==> src/pcs_cgmii_pkg.sv <==
// ======================================================================
// CGMII side definitions for the 100GBASE-R transmit PCS
// Control characters seen on CGMII, the PCS codes they map to and
// the 72-bit CGMII word that carries data and control bits together
// Modules import it inside their body and name its types in port lists
// ======================================================================

package pcs_cgmii_pkg;

	// CGMII control characters
	localparam logic [7:0] CGMII_START     = 8'hFB;
	localparam logic [7:0] CGMII_TERMINATE = 8'hFD;
	localparam logic [7:0] CGMII_SEQ       = 8'h9C;
	localparam logic [7:0] CGMII_FSIG      = 8'h5C;
	localparam logic [7:0] CGMII_IDLE      = 8'h07;
	localparam logic [7:0] CGMII_ERROR     = 8'hFE;

	// 7-bit PCS control codes
	localparam logic [6:0] PCS_IDLE  = 7'h00;
	localparam logic [6:0] PCS_ERROR = 7'h1E;

	// 4-bit O codes of ordered-set blocks
	localparam logic [3:0] PCS_O_SEQ  = 4'h0;
	localparam logic [3:0] PCS_O_FSIG = 4'hF;

	// One CGMII transfer
	// Lane 0 sits in data[63:56] and is flagged by ctrl[7]
	typedef struct packed {
		logic [63:0] data;
		logic [7:0]  ctrl;
	} cgmii_word_t;

endpackage
==> src/pcs_block_pkg.sv <==
// ======================================================================
// 64b/66b block definitions for the 100GBASE-R transmit PCS
// Sync headers, block type field values, the 66-bit block, the block
// class enum from the encoder and the transmit FSM state enum
// ======================================================================

package pcs_block_pkg;

	// Sync headers
	localparam logic [1:0] SH_DATA = 2'b01;
	localparam logic [1:0] SH_CTRL = 2'b10;

	// Block type field of control blocks
	localparam logic [7:0] BT_CTRL  = 8'h78;
	localparam logic [7:0] BT_START = 8'h1E;
	localparam logic [7:0] BT_ORDER = 8'hD2;

	// Terminate at lane 0 through lane 7
	localparam logic [7:0] BT_TERM0 = 8'hE1;
	localparam logic [7:0] BT_TERM1 = 8'h99;
	localparam logic [7:0] BT_TERM2 = 8'h55;
	localparam logic [7:0] BT_TERM3 = 8'h2D;
	localparam logic [7:0] BT_TERM4 = 8'h33;
	localparam logic [7:0] BT_TERM5 = 8'h4B;
	localparam logic [7:0] BT_TERM6 = 8'h87;
	localparam logic [7:0] BT_TERM7 = 8'hFF;

	typedef struct packed {
		logic [1:0]  sh;
		logic [63:0] payload;
	} pcs_block_t;

	// Block class as seen by the transmit FSM
	// TYPE_E is a word that fits no legal pattern
	typedef enum logic [2:0] {
		TYPE_D,
		TYPE_S,
		TYPE_C,
		TYPE_T,
		TYPE_E
	} tx_type_e;

	typedef enum logic [2:0] {
		ST_INIT,
		ST_C,
		ST_D,
		ST_E
	} tx_state_e;

	// Control block made of eight error codes
	localparam pcs_block_t ERROR_BLOCK = '{
		sh:      SH_CTRL,
		payload: {BT_CTRL, {8{pcs_cgmii_pkg::PCS_ERROR}}}
	};

endpackage

==> src/pcs_tx_top.sv <==
// ======================================================================
// Transmit PCS top level, CGMII words in, scrambled 66-bit blocks out
// Encoder, transmit FSM and scrambler in a chain, three cycles from
// i_valid to o_valid, one word accepted every cycle
// ======================================================================

`timescale 1ns/1ps

module pcs_tx_top
(
	input  logic                       i_clock,
	input  logic                       i_reset,
	input  logic                       i_valid,
	input  pcs_cgmii_pkg::cgmii_word_t i_word,
	input  logic                       i_break_data_sh,
	output logic                       o_valid,
	output pcs_block_pkg::pcs_block_t  o_block
);

	import pcs_block_pkg::*;

	logic       enc_valid;
	tx_type_e   enc_type;
	pcs_block_t enc_block;
	logic       seq_valid;
	pcs_block_t seq_block;

	pcs_block_encoder pcs_block_encoder_inst (
		.i_clock         (i_clock),
		.i_reset         (i_reset),
		.i_valid         (i_valid),
		.i_word          (i_word),
		.i_break_data_sh (i_break_data_sh),
		.o_valid         (enc_valid),
		.o_type          (enc_type),
		.o_block         (enc_block)
	);

	pcs_tx_sequencer pcs_tx_sequencer_inst (
		.i_clock (i_clock),
		.i_reset (i_reset),
		.i_valid (enc_valid),
		.i_type  (enc_type),
		.i_block (enc_block),
		.o_valid (seq_valid),
		.o_block (seq_block)
	);

	pcs_scrambler pcs_scrambler_inst (
		.i_clock (i_clock),
		.i_reset (i_reset),
		.i_valid (seq_valid),
		.i_block (seq_block),
		.o_valid (o_valid),
		.o_block (o_block)
	);

endmodule

==> src/pcs_scrambler.sv <==
// ======================================================================
// Self-synchronizing scrambler, polynomial 1 + x^39 + x^58
// Scrambles the 64 payload bits from bit 63 down to bit 0 and passes
// the sync header through. State advances on valid blocks only
// ======================================================================

`timescale 1ns/1ps

module pcs_scrambler
(
	input  logic                      i_clock,
	input  logic                      i_reset,
	input  logic                      i_valid,
	input  pcs_block_pkg::pcs_block_t i_block,
	output logic                      o_valid,
	output pcs_block_pkg::pcs_block_t o_block
);

	import pcs_block_pkg::*;

	logic [57:0] scr_state;
	logic [57:0] scr_next;
	logic [63:0] scr_payload;
	logic        valid_q;
	pcs_block_t  block_q;

	// Bit-serial form unrolled over one block
	always_comb
	begin
		scr_next = scr_state;
		for (int i = 63; i >= 0; i--)
		begin
			scr_payload[i] = i_block.payload[i] ^ scr_next[38] ^ scr_next[57];
			scr_next       = {scr_next[56:0], scr_payload[i]};
		end
	end

	always_ff @(posedge i_clock)
	begin
		if (i_reset)
		begin
			scr_state <= '1;
			valid_q   <= 1'b0;
		end
		else
		begin
			valid_q <= i_valid;
			if (i_valid)
			begin
				scr_state <= scr_next;
			end
		end
	end

	always_ff @(posedge i_clock)
	begin
		if (i_valid)
		begin
			block_q.sh      <= i_block.sh;
			block_q.payload <= scr_payload;
		end
	end

	assign o_valid = valid_q;
	assign o_block = block_q;

endmodule

==> src/pcs_tx_sequencer.sv <==
// ======================================================================
// Transmit FSM of the PCS
// Checks each encoded block against the current state and replaces
// out-of-order or unrecognized blocks with the error block.
// One register stage between the encoder and the scrambler
// ======================================================================

`timescale 1ns/1ps

module pcs_tx_sequencer
(
	input  logic                      i_clock,
	input  logic                      i_reset,
	input  logic                      i_valid,
	input  pcs_block_pkg::tx_type_e   i_type,
	input  pcs_block_pkg::pcs_block_t i_block,
	output logic                      o_valid,
	output pcs_block_pkg::pcs_block_t o_block
);

	import pcs_block_pkg::*;

	tx_state_e  state;
	tx_state_e  state_next;
	logic       legal;
	logic       valid_q;
	pcs_block_t block_q;

	// Legal classes per state
	always_comb
	begin
		case (state)
			ST_D:
			begin
				legal = (i_type == TYPE_D) || (i_type == TYPE_T);
			end
			default:
			begin
				// ST_INIT, ST_C and ST_E wait for a control or start block
				legal = (i_type == TYPE_C) || (i_type == TYPE_S);
			end
		endcase
	end

	always_comb
	begin
		if (!legal)
		begin
			state_next = ST_E;
		end
		else if ((i_type == TYPE_C) || (i_type == TYPE_T))
		begin
			state_next = ST_C;
		end
		else
		begin
			state_next = ST_D;
		end
	end

	always_ff @(posedge i_clock)
	begin
		if (i_reset)
		begin
			state   <= ST_INIT;
			valid_q <= 1'b0;
		end
		else
		begin
			valid_q <= i_valid;
			if (i_valid)
			begin
				state <= state_next;
			end
		end
	end

	always_ff @(posedge i_clock)
	begin
		if (i_valid)
		begin
			block_q <= legal ? i_block : ERROR_BLOCK;
		end
	end

	assign o_valid = valid_q;
	assign o_block = block_q;

endmodule

==> src/pcs_block_encoder.sv <==
// ======================================================================
// 64b/66b block encoder, first stage of the transmit PCS
// Registers each valid CGMII word, classifies it as data, start,
// control or terminate and forms the unscrambled 66-bit block.
// Class and block are combinational from the word register
// ======================================================================

`timescale 1ns/1ps

module pcs_block_encoder
(
	input  logic                       i_clock,
	input  logic                       i_reset,
	input  logic                       i_valid,
	input  pcs_cgmii_pkg::cgmii_word_t i_word,
	input  logic                       i_break_data_sh,
	output logic                       o_valid,
	output pcs_block_pkg::tx_type_e    o_type,
	output pcs_block_pkg::pcs_block_t  o_block
);

	import pcs_cgmii_pkg::*;
	import pcs_block_pkg::*;

	cgmii_word_t     word_q;
	logic            valid_q;
	logic            break_q;
	logic [7:0]      lane0;
	logic [1:0]      data_sh;
	logic [3:0]      os_code;

	// Index 6 is lane 1, so a slice keeps lane order top down
	logic [6:0][6:0] pcs_code;
	logic [6:0]      fill_ok;

	// term_hit[k] means terminate at lane k
	logic [7:0]      term_hit;
	logic [2:0]      term_lane;

	tx_type_e        blk_type;
	pcs_block_t      blk;

	always_ff @(posedge i_clock)
	begin
		if (i_reset)
		begin
			valid_q <= 1'b0;
		end
		else
		begin
			valid_q <= i_valid;
		end
	end

	// The fault flag is captured with its word and stays aligned with it
	always_ff @(posedge i_clock)
	begin
		if (i_valid)
		begin
			word_q  <= i_word;
			break_q <= i_break_data_sh;
		end
	end

	assign lane0   = word_q.data[63 -: 8];
	assign data_sh = break_q ? 2'b11 : SH_DATA;
	assign os_code = (lane0 == CGMII_FSIG) ? PCS_O_FSIG : PCS_O_SEQ;

	// Map lanes 1 to 7 to PCS codes
	// Only IDLE and ERROR are legal fill
	always_comb
	begin
		for (int j = 1; j < 8; j++)
		begin
			case (word_q.data[63 - 8*j -: 8])
				CGMII_IDLE:
				begin
					pcs_code[7-j] = PCS_IDLE;
					fill_ok[7-j]  = 1'b1;
				end
				CGMII_ERROR:
				begin
					pcs_code[7-j] = PCS_ERROR;
					fill_ok[7-j]  = 1'b1;
				end
				default:
				begin
					pcs_code[7-j] = PCS_ERROR;
					fill_ok[7-j]  = 1'b0;
				end
			endcase
		end
	end

	// Terminate at lane k needs ctrl FF >> k and legal fill after lane k
	always_comb
	begin
		term_lane = 3'd0;
		for (int k = 0; k < 8; k++)
		begin
			term_hit[k] = (word_q.ctrl == (8'hFF >> k)) &&
				(word_q.data[63 - 8*k -: 8] == CGMII_TERMINATE);
			for (int j = k + 1; j < 8; j++)
			begin
				term_hit[k] = term_hit[k] && fill_ok[7-j];
			end
			if (term_hit[k])
			begin
				term_lane = 3'(k);
			end
		end
	end

	always_comb
	begin
		blk_type = TYPE_E;
		blk      = ERROR_BLOCK;
		if (word_q.ctrl == 8'h00)
		begin
			blk_type    = TYPE_D;
			blk.sh      = data_sh;
			blk.payload = word_q.data;
		end
		else if ((word_q.ctrl == 8'h80) && (lane0 == CGMII_START))
		begin
			blk_type    = TYPE_S;
			blk.payload = {BT_START, word_q.data[55:0]};
		end
		else if ((word_q.ctrl == 8'h80) && ((lane0 == CGMII_SEQ) || (lane0 == CGMII_FSIG)))
		begin
			// Lanes 1 to 3 carry the ordered set and the rest is zero
			blk_type    = TYPE_C;
			blk.payload = {BT_ORDER, word_q.data[55 -: 24], os_code, 28'd0};
		end
		else if ((word_q.ctrl == 8'hFF) && (word_q.data == {8{CGMII_IDLE}}))
		begin
			blk_type    = TYPE_C;
			blk.payload = {BT_CTRL, {8{PCS_IDLE}}};
		end
		else if (|term_hit)
		begin
			blk_type = TYPE_T;
			case (term_lane)
				3'd0: blk.payload = {BT_TERM0, 7'd0, pcs_code[6:0]};
				3'd1: blk.payload = {BT_TERM1, word_q.data[63 -: 8], 6'd0, pcs_code[5:0]};
				3'd2: blk.payload = {BT_TERM2, word_q.data[63 -: 16], 5'd0, pcs_code[4:0]};
				3'd3: blk.payload = {BT_TERM3, word_q.data[63 -: 24], 4'd0, pcs_code[3:0]};
				3'd4: blk.payload = {BT_TERM4, word_q.data[63 -: 32], 3'd0, pcs_code[2:0]};
				3'd5: blk.payload = {BT_TERM5, word_q.data[63 -: 40], 2'd0, pcs_code[1:0]};
				3'd6: blk.payload = {BT_TERM6, word_q.data[63 -: 48], 1'b0, pcs_code[0]};
				default: blk.payload = {BT_TERM7, word_q.data[63 -: 56]};
			endcase
		end
	end

	assign o_valid = valid_q;
	assign o_type  = blk_type;
	assign o_block = blk;

endmodule

==> config.mk <==
export PLATFORM = sky130hd
export DESIGN_NAME = pcs_tx_top
export DESIGN_NICKNAME = d
export VERILOG_FILES = /design/src/pcs_cgmii_pkg.sv /design/src/pcs_block_pkg.sv /design/src/pcs_tx_top.sv /design/src/pcs_scrambler.sv /design/src/pcs_tx_sequencer.sv /design/src/pcs_block_encoder.sv
export SDC_FILE = /design/constraint.sdc
export NUM_CORES = 1
export LEC_CHECK = 0
export BUFFER_PORTS_ARGS = -buffer_cell sky130_fd_sc_hd__buf_2
export CAP_MARGIN = 20
export CORE_AREA = 5 5 110 216
export CTS_BUF_LIST = sky130_fd_sc_hd__clkbuf_8 sky130_fd_sc_hd__clkbuf_16
export DETAILED_ROUTE_END_ITERATION = 16
export DIE_AREA = 0 0 115 221
export PLACE_DENSITY = 0.75
export SLEW_MARGIN = 25
export SYNTH_ARGS = -nofsm -noshare
export SYNTH_HDL_FRONTEND = slang
export SYNTH_SLANG_ARGS = --single-unit
==> constraint.sdc <==
create_clock -name i_clock -period 5.3 [get_ports i_clock]
set_clock_uncertainty 0.05 [all_clocks]
set_input_delay 1.06 -clock i_clock [delete_from_list [all_inputs] [get_ports i_clock]]
set_output_delay 1.06 -clock i_clock [all_outputs]
set_load 0.03 [all_outputs]
==> impl_metrics.env, run 1 <==
export IMPL_outcome="finished, final reports clean"
export IMPL_cp_arrival_ns=4.99
export IMPL_fin_setup_tns_ns=0
export IMPL_critPathMaxStageDelay_ns=0.55
export IMPL_yosysWarnings=0
export IMPL_ctsHoldBuffers=0
export IMPL_syn_num_nets=973
export IMPL_drive_above_1_share=0.209
export IMPL_synth_edf_count=205
export IMPL_cap_violations=0
export IMPL_die_y_microns=221
export IMPL_worst_slew_pin_slew_ns=0.883
export IMPL_synth_seq_cells=268
export IMPL_crit_buf_inv=1
export IMPL_num_rows=77
export IMPL_viasPerCell=5.90
export IMPL_antenna_cells=0
export IMPL_placed_area_sq_um=12800
export IMPL_grt_usage=0.253
export IMPL_path_max_fanout=7
export IMPL_reg2reg_from="pcs_block_encoder_inst.word_q[20]$_DFFE_PP_"
export IMPL_hp_class="register to register"
export IMPL_yosys_top_cells_count="edfxtp_1, xnor2_1, dfxtp_1, nor2b_1, a211o_1"
export IMPL_cpLargestDelayFamily="simple AND/OR/NAND/NOR gates"
export IMPL_ys_seq_area_frac=0.629
export IMPL_cp_start_kind="register"
export IMPL_synth_most_common_cell="edfxtp_1"
export IMPL_regArea_sq_um=7420
export IMPL_firstDrtPassIters=6
export IMPL_final_area_sq_um=13600
export IMPL_die_w_microns=115
export IMPL_async_flop_share=0
export IMPL_num_vias=7852
export IMPL_crit_required_ns=5.62
export IMPL_grt_overflow=0
export IMPL_irDropWorstVdd_mv=0.261
export IMPL_min_to="pcs_scrambler_inst.o_block[64]$_DFFE_PP_"
export IMPL_reg2reg_slack_ns=0.63
export IMPL_cts_path_max_buffers=3
export IMPL_ys_flop_type="edfxtp_1"
export IMPL_cts_resized=0
export IMPL_hold_viol=0
export IMPL_coreArea_sq_um=22000
export IMPL_wl_met3_microns=1500
export IMPL_cts_setup_buffers=0
export IMPL_grt_pass1_vias=7916
export IMPL_slew_limit_headroom=0.412
export IMPL_floorplan_die_area_sq_um=25400
export IMPL_post_route_drc_count=0
export IMPL_routedWlPerCell_microns=24.1
export IMPL_area_growth_pct=15.0
export IMPL_cts_max_level=1
export IMPL_power_density_nw_per_um2=337
export IMPL_ant_nets=0
export IMPL_cts_tree="built"
export IMPL_nets=1119
export IMPL_hold_ws_ns=0.401
export IMPL_syn_area_per_cell_sq_um=13.2
export IMPL_fin_cells=1331
export IMPL_grt_start_max_net_pins=165
export IMPL_holdPathStages=0
export IMPL_cts_buffers=23
export IMPL_routedLengthMet1_microns=10300
export IMPL_critPathMostFrequentCell="nor2_1"
export IMPL_worst_r2r_cell_count=14
export IMPL_grt_setup_unrepaired="false"
export IMPL_root_buffer="clkbuf_16"
export IMPL_worstSkewPairLatency_ns=0.53
export IMPL_numPortBuffers=142
export IMPL_met2_length_microns=18000
export IMPL_slew_violations=0
export IMPL_min_from="pcs_tx_sequencer_inst.o_block[64]$_SDFFCE_PN0P_"
export IMPL_clock_sinks=268
export IMPL_synth_top_area_share=0.522
export IMPL_grt_pass1_wl_microns=47700
export IMPL_period_share=0.881
export IMPL_antenna_found_initial=0
export IMPL_pin_count=143
export IMPL_setup_viol=0
export IMPL_critical_path_class="register to register"
export IMPL_leakagePower_nw=4.65
export IMPL_synth_distinct_cells=67
export IMPL_place_ws_ns=0.662
export IMPL_reg2reg_to="pcs_tx_sequencer_inst.o_block[28]$_SDFFCE_PP0P_"
export IMPL_fmax_ghz=0.214
export IMPL_multi_input_area_sq_um=4150
export IMPL_worst_slack_ns=0.631
export IMPL_worstPathCellList="or4_1, nor4_2, o22ai_1, nor2_1, nand4_1, o221ai_1, inv_1, ha_1, or3_1, nor2_1, nand2_1, o21ai_0, a211oi_1, nor3_1"
export IMPL_min_period_ns=4.67
export IMPL_utilization=0.618
export IMPL_p_total_mw=4.57
export IMPL_place_congestion=0.981
export IMPL_end_kind="register"
export IMPL_synthesis_area_sq_um=11800
export IMPL_nFillCells=1779
export IMPL_clk_pin_slew_worst_paths_ns=0.07
export IMPL_dp_cells=1290
export IMPL_netlist_top_cells_area="edfxtp_1, dfxtp_1, xnor2_1, a211o_1, nor2b_1"
export IMPL_first_iter_violations=749
export IMPL_synthCells=893
export IMPL_routed_top_layer="met4"
export IMPL_cp_slowest_cell="or4_1"
export IMPL_drt_wl_total_microns=32100
export IMPL_synth_top_area_cell="edfxtp_1"
export IMPL_hpwl_microns=24600
export IMPL_start_util=0.537
## logic make-up (layout without fill, tap and decap cells)
group | Yosys count | in the layout | synth area share
flops | 268 | 268 | 0.629
simple gates | 246 | 246 | 0.116
compound gates | 189 | 189 | 0.135
xor+xnor | 129 | 129 | 0.0958
buf+inv | 57 | 219 | 0.0206
fa+ha+maj | 4 | 4 | 0.00424
## layout make-up
cell class / instances / area share
Clock inverter: 14 / 0.00692
Multi-Input combinational cell: 568 / 0.306
Sequential cell: 268 / 0.547
Inverter: 20 / 0.00553
Timing Repair Buffer: 158 / 0.0622
Tap cell: 276 / 0.0255
Clock buffer: 27 / 0.0465
## how the worst max path moves through the flow
stage	endpoint	cells after the start	slack (ns)	start
2_1_floorplan	pcs_tx_sequencer_inst.o_block[28]$_SDFFCE_PP0P_	15	1.12	pcs_block_encoder_inst.word_q[12]$_DFFE_PP_
3_3_place_gp	pcs_tx_sequencer_inst.o_block[28]$_SDFFCE_PP0P_	14	0.80	pcs_block_encoder_inst.word_q[20]$_DFFE_PP_
3_5_place_dp	pcs_tx_sequencer_inst.o_block[28]$_SDFFCE_PP0P_	14	0.66	pcs_block_encoder_inst.word_q[20]$_DFFE_PP_
4_1_cts	pcs_tx_sequencer_inst.o_block[28]$_SDFFCE_PP0P_	14	0.62	pcs_block_encoder_inst.word_q[20]$_DFFE_PP_
5_1_grt	pcs_tx_sequencer_inst.o_block[28]$_SDFFCE_PP0P_	14	0.23	pcs_block_encoder_inst.word_q[20]$_DFFE_PP_
6_report	pcs_tx_sequencer_inst.o_block[28]$_SDFFCE_PP0P_	14	0.63	pcs_block_encoder_inst.word_q[20]$_DFFE_PP_
## worst reg2reg max path, delay by kind of cell, from the launching register on
family	cells	cell delay, ns
buf+inv	1	0.13
fa+ha+maj	1	0.28
simple gates	8	2.38
flops	1	0.43
compound gates	4	1.24
## per-layer routing
metal  vias to the layer above  track usage
met1                      3776        0.257
met2                       298        0.478
met5                         -            0
met3                       101       0.0257
li1                       3677            -
met4                         0        0.151
## cells in the final DEF, fill, tap and decap left out, drive strengths merged, types with 3 or more instances in the layout
cell       n
a211o     61
a211oi     3
a21o       3
a21oi     18
a221o     21
a221oi     5
a22oi     17
a32oi      6
and3      10
buf      158
clkbuf    27
clkinv     8
dfxtp     63
edfxtp   205
ha         4
inv       25
nand2     34
nand3     13
nand4     12
nor2      57
nor2b     63
nor3      15
nor4      10
o2111ai    9
o211ai     4
o21ai     15
o221ai     4
o22ai      3
o31ai      6
or3        4
or4        5
or4b       4
xnor2    110
xor2      19
## power breakdown
group / switching [mW] / internal (mW)
registers: 0.121 / 2.40
clock network: 0.740 / 0.896
logic: 0.251 / 0.164
total: 1.11 / 3.46
## flip-flops by register name, summed over array words and instances, names as in the netlist
signal and flops:
pcs_tx_sequencer_inst.o_valid 1, pcs_scrambler_inst.o_block 66, pcs_block_encoder_inst.o_valid 1, pcs_scrambler_inst.o_valid 1
pcs_tx_sequencer_inst.state 2, pcs_scrambler_inst.scr_state 58, pcs_block_encoder_inst.break_q 1, pcs_tx_sequencer_inst.o_block 66
pcs_block_encoder_inst.word_q 64, pcs_block_encoder_inst.lane0 8
Note: power is estimated with default switching activity, not from simulation.
==> run 2: changes to the inputs <==
- ABC_AREA: not set -> 1
- CORE_AREA: 5 5 110 216 -> 5 5 113 221
- DIE_AREA: 0 0 115 221 -> 0 0 118 226
==> run 2 against run 1 <==
  * Routed wire length up 2.0%
  * Fmax rose by 30%
  * Highest routed layer unchanged
  * Global-route usage fell by 1.4 points
  * Largest cell class unchanged
  * Power down 0.69%
  * Design area grew 4.0%
  * Critical endpoint is now pcs_tx_sequencer_inst.o_block[1]$_SDFFCE_PP1P_
  * First-iteration DRC count shrank 8.4%
  * Largest power group unchanged
  * Hold slack lost 0.022 ns
  * Clock power barely moved
  * Via count increased by 16%
==> impl_metrics.env, run 2 <==
export IMPL_outcome="finished, final reports clean"
export IMPL_grt_usage=0.238
export IMPL_hold_viol=0
export IMPL_nFillCells=2001
export IMPL_worst_r2r_cell_count=17
export IMPL_cp_depth=17
export IMPL_power_density_nw_per_um2=322
export IMPL_synth_most_common_cell="nand2_1"
export IMPL_slew_limit_headroom=0.421
export IMPL_area_growth_pct=13.6
export IMPL_place_congestion=0.983
export IMPL_cp_slowest_cell="edfxtp_1"
export IMPL_cts_path_max_buffers=3
export IMPL_synth_distinct_cells=44
export IMPL_grt_pass1_vias=8844
export IMPL_layout_commonest_cell="nand2_1"
export IMPL_routedLengthMet1_microns=10900
export IMPL_ys_seq_area_frac=0.597
export IMPL_antenna_cells=0
export IMPL_netlist_top_cells_area="edfxtp_1, nand2_1, dfxtp_1, xnor2_1, xor2_1"
export IMPL_critPathMaxStageDelay_ns=0.52
export IMPL_wl_met3_microns=1630
export IMPL_grt_pass1_wl_microns=48800
export IMPL_cts_resized=0
export IMPL_start_util=0.537
export IMPL_yosysWarnings=0
export IMPL_period_share=0.678
export IMPL_viasPerCell=5.38
export IMPL_grt_start_max_net_pins=71
export IMPL_reg2reg_slack_ns=1.71
export IMPL_num_rows=79
export IMPL_min_from="pcs_tx_sequencer_inst.o_block[65]$_SDFFCE_PN1P_"
export IMPL_reg2reg_to="pcs_tx_sequencer_inst.o_block[1]$_SDFFCE_PP1P_"
export IMPL_min_period_ns=3.59
export IMPL_drive_above_1_share=0.174
export IMPL_holdPathStages=0
export IMPL_crit_buf_inv=2
export IMPL_setup_viol=0
export IMPL_place_ws_ns=1.73
export IMPL_cap_violations=0
export IMPL_antenna_found_initial=0
export IMPL_async_flop_share=0
export IMPL_fmax_ghz=0.278
export IMPL_synth_edf_count=205
export IMPL_reg2reg_from="pcs_block_encoder_inst.word_q[16]$_DFFE_PP_"
export IMPL_worst_slew_pin_slew_ns=0.869
export IMPL_synthCells=1249
export IMPL_seqPwrFrac=0.549
export IMPL_hpwl_microns=25400
export IMPL_clock_sinks=268
export IMPL_grt_overflow=0
export IMPL_utilization=0.610
export IMPL_die_y_microns=226
export IMPL_clkPwrFrac=0.363
export IMPL_path_max_fanout=11
export IMPL_worstSkewPairLatency_ns=0.52
export IMPL_p_int_mw=3.44
export IMPL_switchingPower_mw=1.10
export IMPL_cts_buffers=22
export IMPL_leakagePower_nw=5.54
export IMPL_pwr_share_comb=0.088
export IMPL_syn_num_nets=1329
export IMPL_coreArea_sq_um=23100
export IMPL_met2_length_microns=17900
export IMPL_fin_setup_tns_ns=0
export IMPL_end_kind="register"
export IMPL_synthesis_area_sq_um=12400
export IMPL_ctsHoldBuffers=0
export IMPL_slew_violations=0
export IMPL_hp_class="register to register"
export IMPL_first_iter_violations=686
export IMPL_grt_setup_unrepaired="false"
export IMPL_critical_path_class="register to register"
export IMPL_cp_arrival_ns=3.80
export IMPL_yosys_top_cells_count="nand2_1, edfxtp_1, inv_1"
export IMPL_cts_setup_buffers=0
export IMPL_synth_seq_cells=268
export IMPL_crit_required_ns=5.51
export IMPL_root_buffer="clkbuf_16"
export IMPL_ant_nets=0
export IMPL_ys_flop_type="edfxtp_1"
export IMPL_synth_top_area_cell="edfxtp_1"
export IMPL_drt_wl_total_microns=32700
export IMPL_routedWlPerCell_microns=19.4
export IMPL_worst_slack_ns=1.71
export IMPL_most_common_layout_cells="nand2_1, edfxtp_1, buf_2, inv_1, a21oi_1"
export IMPL_min_to="pcs_scrambler_inst.o_block[65]$_DFFE_PP_"
export IMPL_multi_input_area_sq_um=4410
export IMPL_cpLargestDelayFamily="simple AND/OR/NAND/NOR gates"
export IMPL_syn_area_per_cell_sq_um=9.94
export IMPL_post_route_drc_count=0
export IMPL_clk_pin_slew_worst_paths_ns=0.07
export IMPL_regArea_sq_um=7420
export IMPL_floorplan_die_area_sq_um=26700
export IMPL_nets=1470
export IMPL_switching_share=0.242
export IMPL_cts_tree="built"
export IMPL_pin_count=143
export IMPL_cts_max_level=1
export IMPL_synth_top_area_share=0.496
export IMPL_irDropWorstVdd_mv=0.364
export IMPL_routed_top_layer="met4"
export IMPL_cp_start_kind="register"
export IMPL_numPortBuffers=142
export IMPL_firstDrtPassIters=5
export IMPL_worstPathCellList="nand2_1, nor2_1, nand2_2, nand2_2, nand4_1, nor2_1, nor2_1, inv_1, nor2_1, inv_1, ha_1, o31ai_1, nand2_2, nand2_1, nand2_2, o21ai_1, nand2_1"
export IMPL_die_w_microns=118
export IMPL_num_vias=9081
[run 2: worst max path at each step]
stage	start	end	slack [ns]
2_1_floorplan	pcs_tx_sequencer_inst.o_valid$_SDFF_PP0_	pcs_scrambler_inst.scr_state[32]$_SDFFE_PP1P_	2.16
3_3_place_gp	pcs_block_encoder_inst.word_q[16]$_DFFE_PP_	pcs_tx_sequencer_inst.o_block[1]$_SDFFCE_PP1P_	1.75
3_5_place_dp	pcs_block_encoder_inst.word_q[16]$_DFFE_PP_	pcs_tx_sequencer_inst.o_block[1]$_SDFFCE_PP1P_	1.73
4_1_cts	pcs_block_encoder_inst.word_q[16]$_DFFE_PP_	pcs_tx_sequencer_inst.o_block[1]$_SDFFCE_PP1P_	1.71
5_1_grt	pcs_block_encoder_inst.word_q[8]$_DFFE_PP_	pcs_tx_sequencer_inst.o_block[19]$_SDFFCE_PP0P_	1.48
6_report	pcs_block_encoder_inst.word_q[16]$_DFFE_PP_	pcs_tx_sequencer_inst.o_block[1]$_SDFFCE_PP1P_	1.71
[run 2: power groups by stage]
stage	Combinational (mW)	Sequential [mW]	Clock (mW)
finish	0.400	2.49	1.65
global route	0.438	2.50	1.77
CTS	0.403	2.49	1.69
detailed placement	0.401	2.54	0
global placement	0.393	2.53	0
floorplan	0.223	2.55	0
[run 2: cells by family after synthesis]
family,count (synthesis),share of synthesized area
and+or+nand+nor,545,0.191
DFF,268,0.597
buffers and inverters,142,0.0471
adders and majority gates,4,0.00403
AOI/OAI and AO/OA,162,0.0700
xor gates and xnor gates,128,0.0903
[run 2: through the flow]
| step | power [mW] | std cells | instance area (sq um) | hold WS (ns) |
|---|---|---|---|---|
| finish | 4.54 | 1688 | 14100 | 0.379 |
| global route | 4.71 | 1688 | 14100 | 0.396 |
| CTS | 4.58 | 1688 | 14100 | 0.385 |
| detailed placement | 2.94 | 1649 | 13400 | 0.360 |
| global placement | 2.93 | 1649 | 13400 | 0.352 |
| floorplan | 2.77 | 1249 | 12400 | 0.350 |
[run 2: final cells by class]
| cell class | count | area share |
|---|---|---|
| flip-flops and latches | 268 | 0.526 |
| multi-input cells | 839 | 0.313 |
| repair buffers | 149 | 0.0541 |
| clock buffers | 24 | 0.0426 |
| inverters | 110 | 0.0296 |
| well taps | 283 | 0.0251 |
| clock inverters | 15 | 0.00923 |
[run 2: routing by layer]
layer	global-route usage	vias to the layer above
li1	-	4396
met5	0	-
met1	0.242	4281
met4	0.152	0
met3	0.0313	93
met2	0.452	311
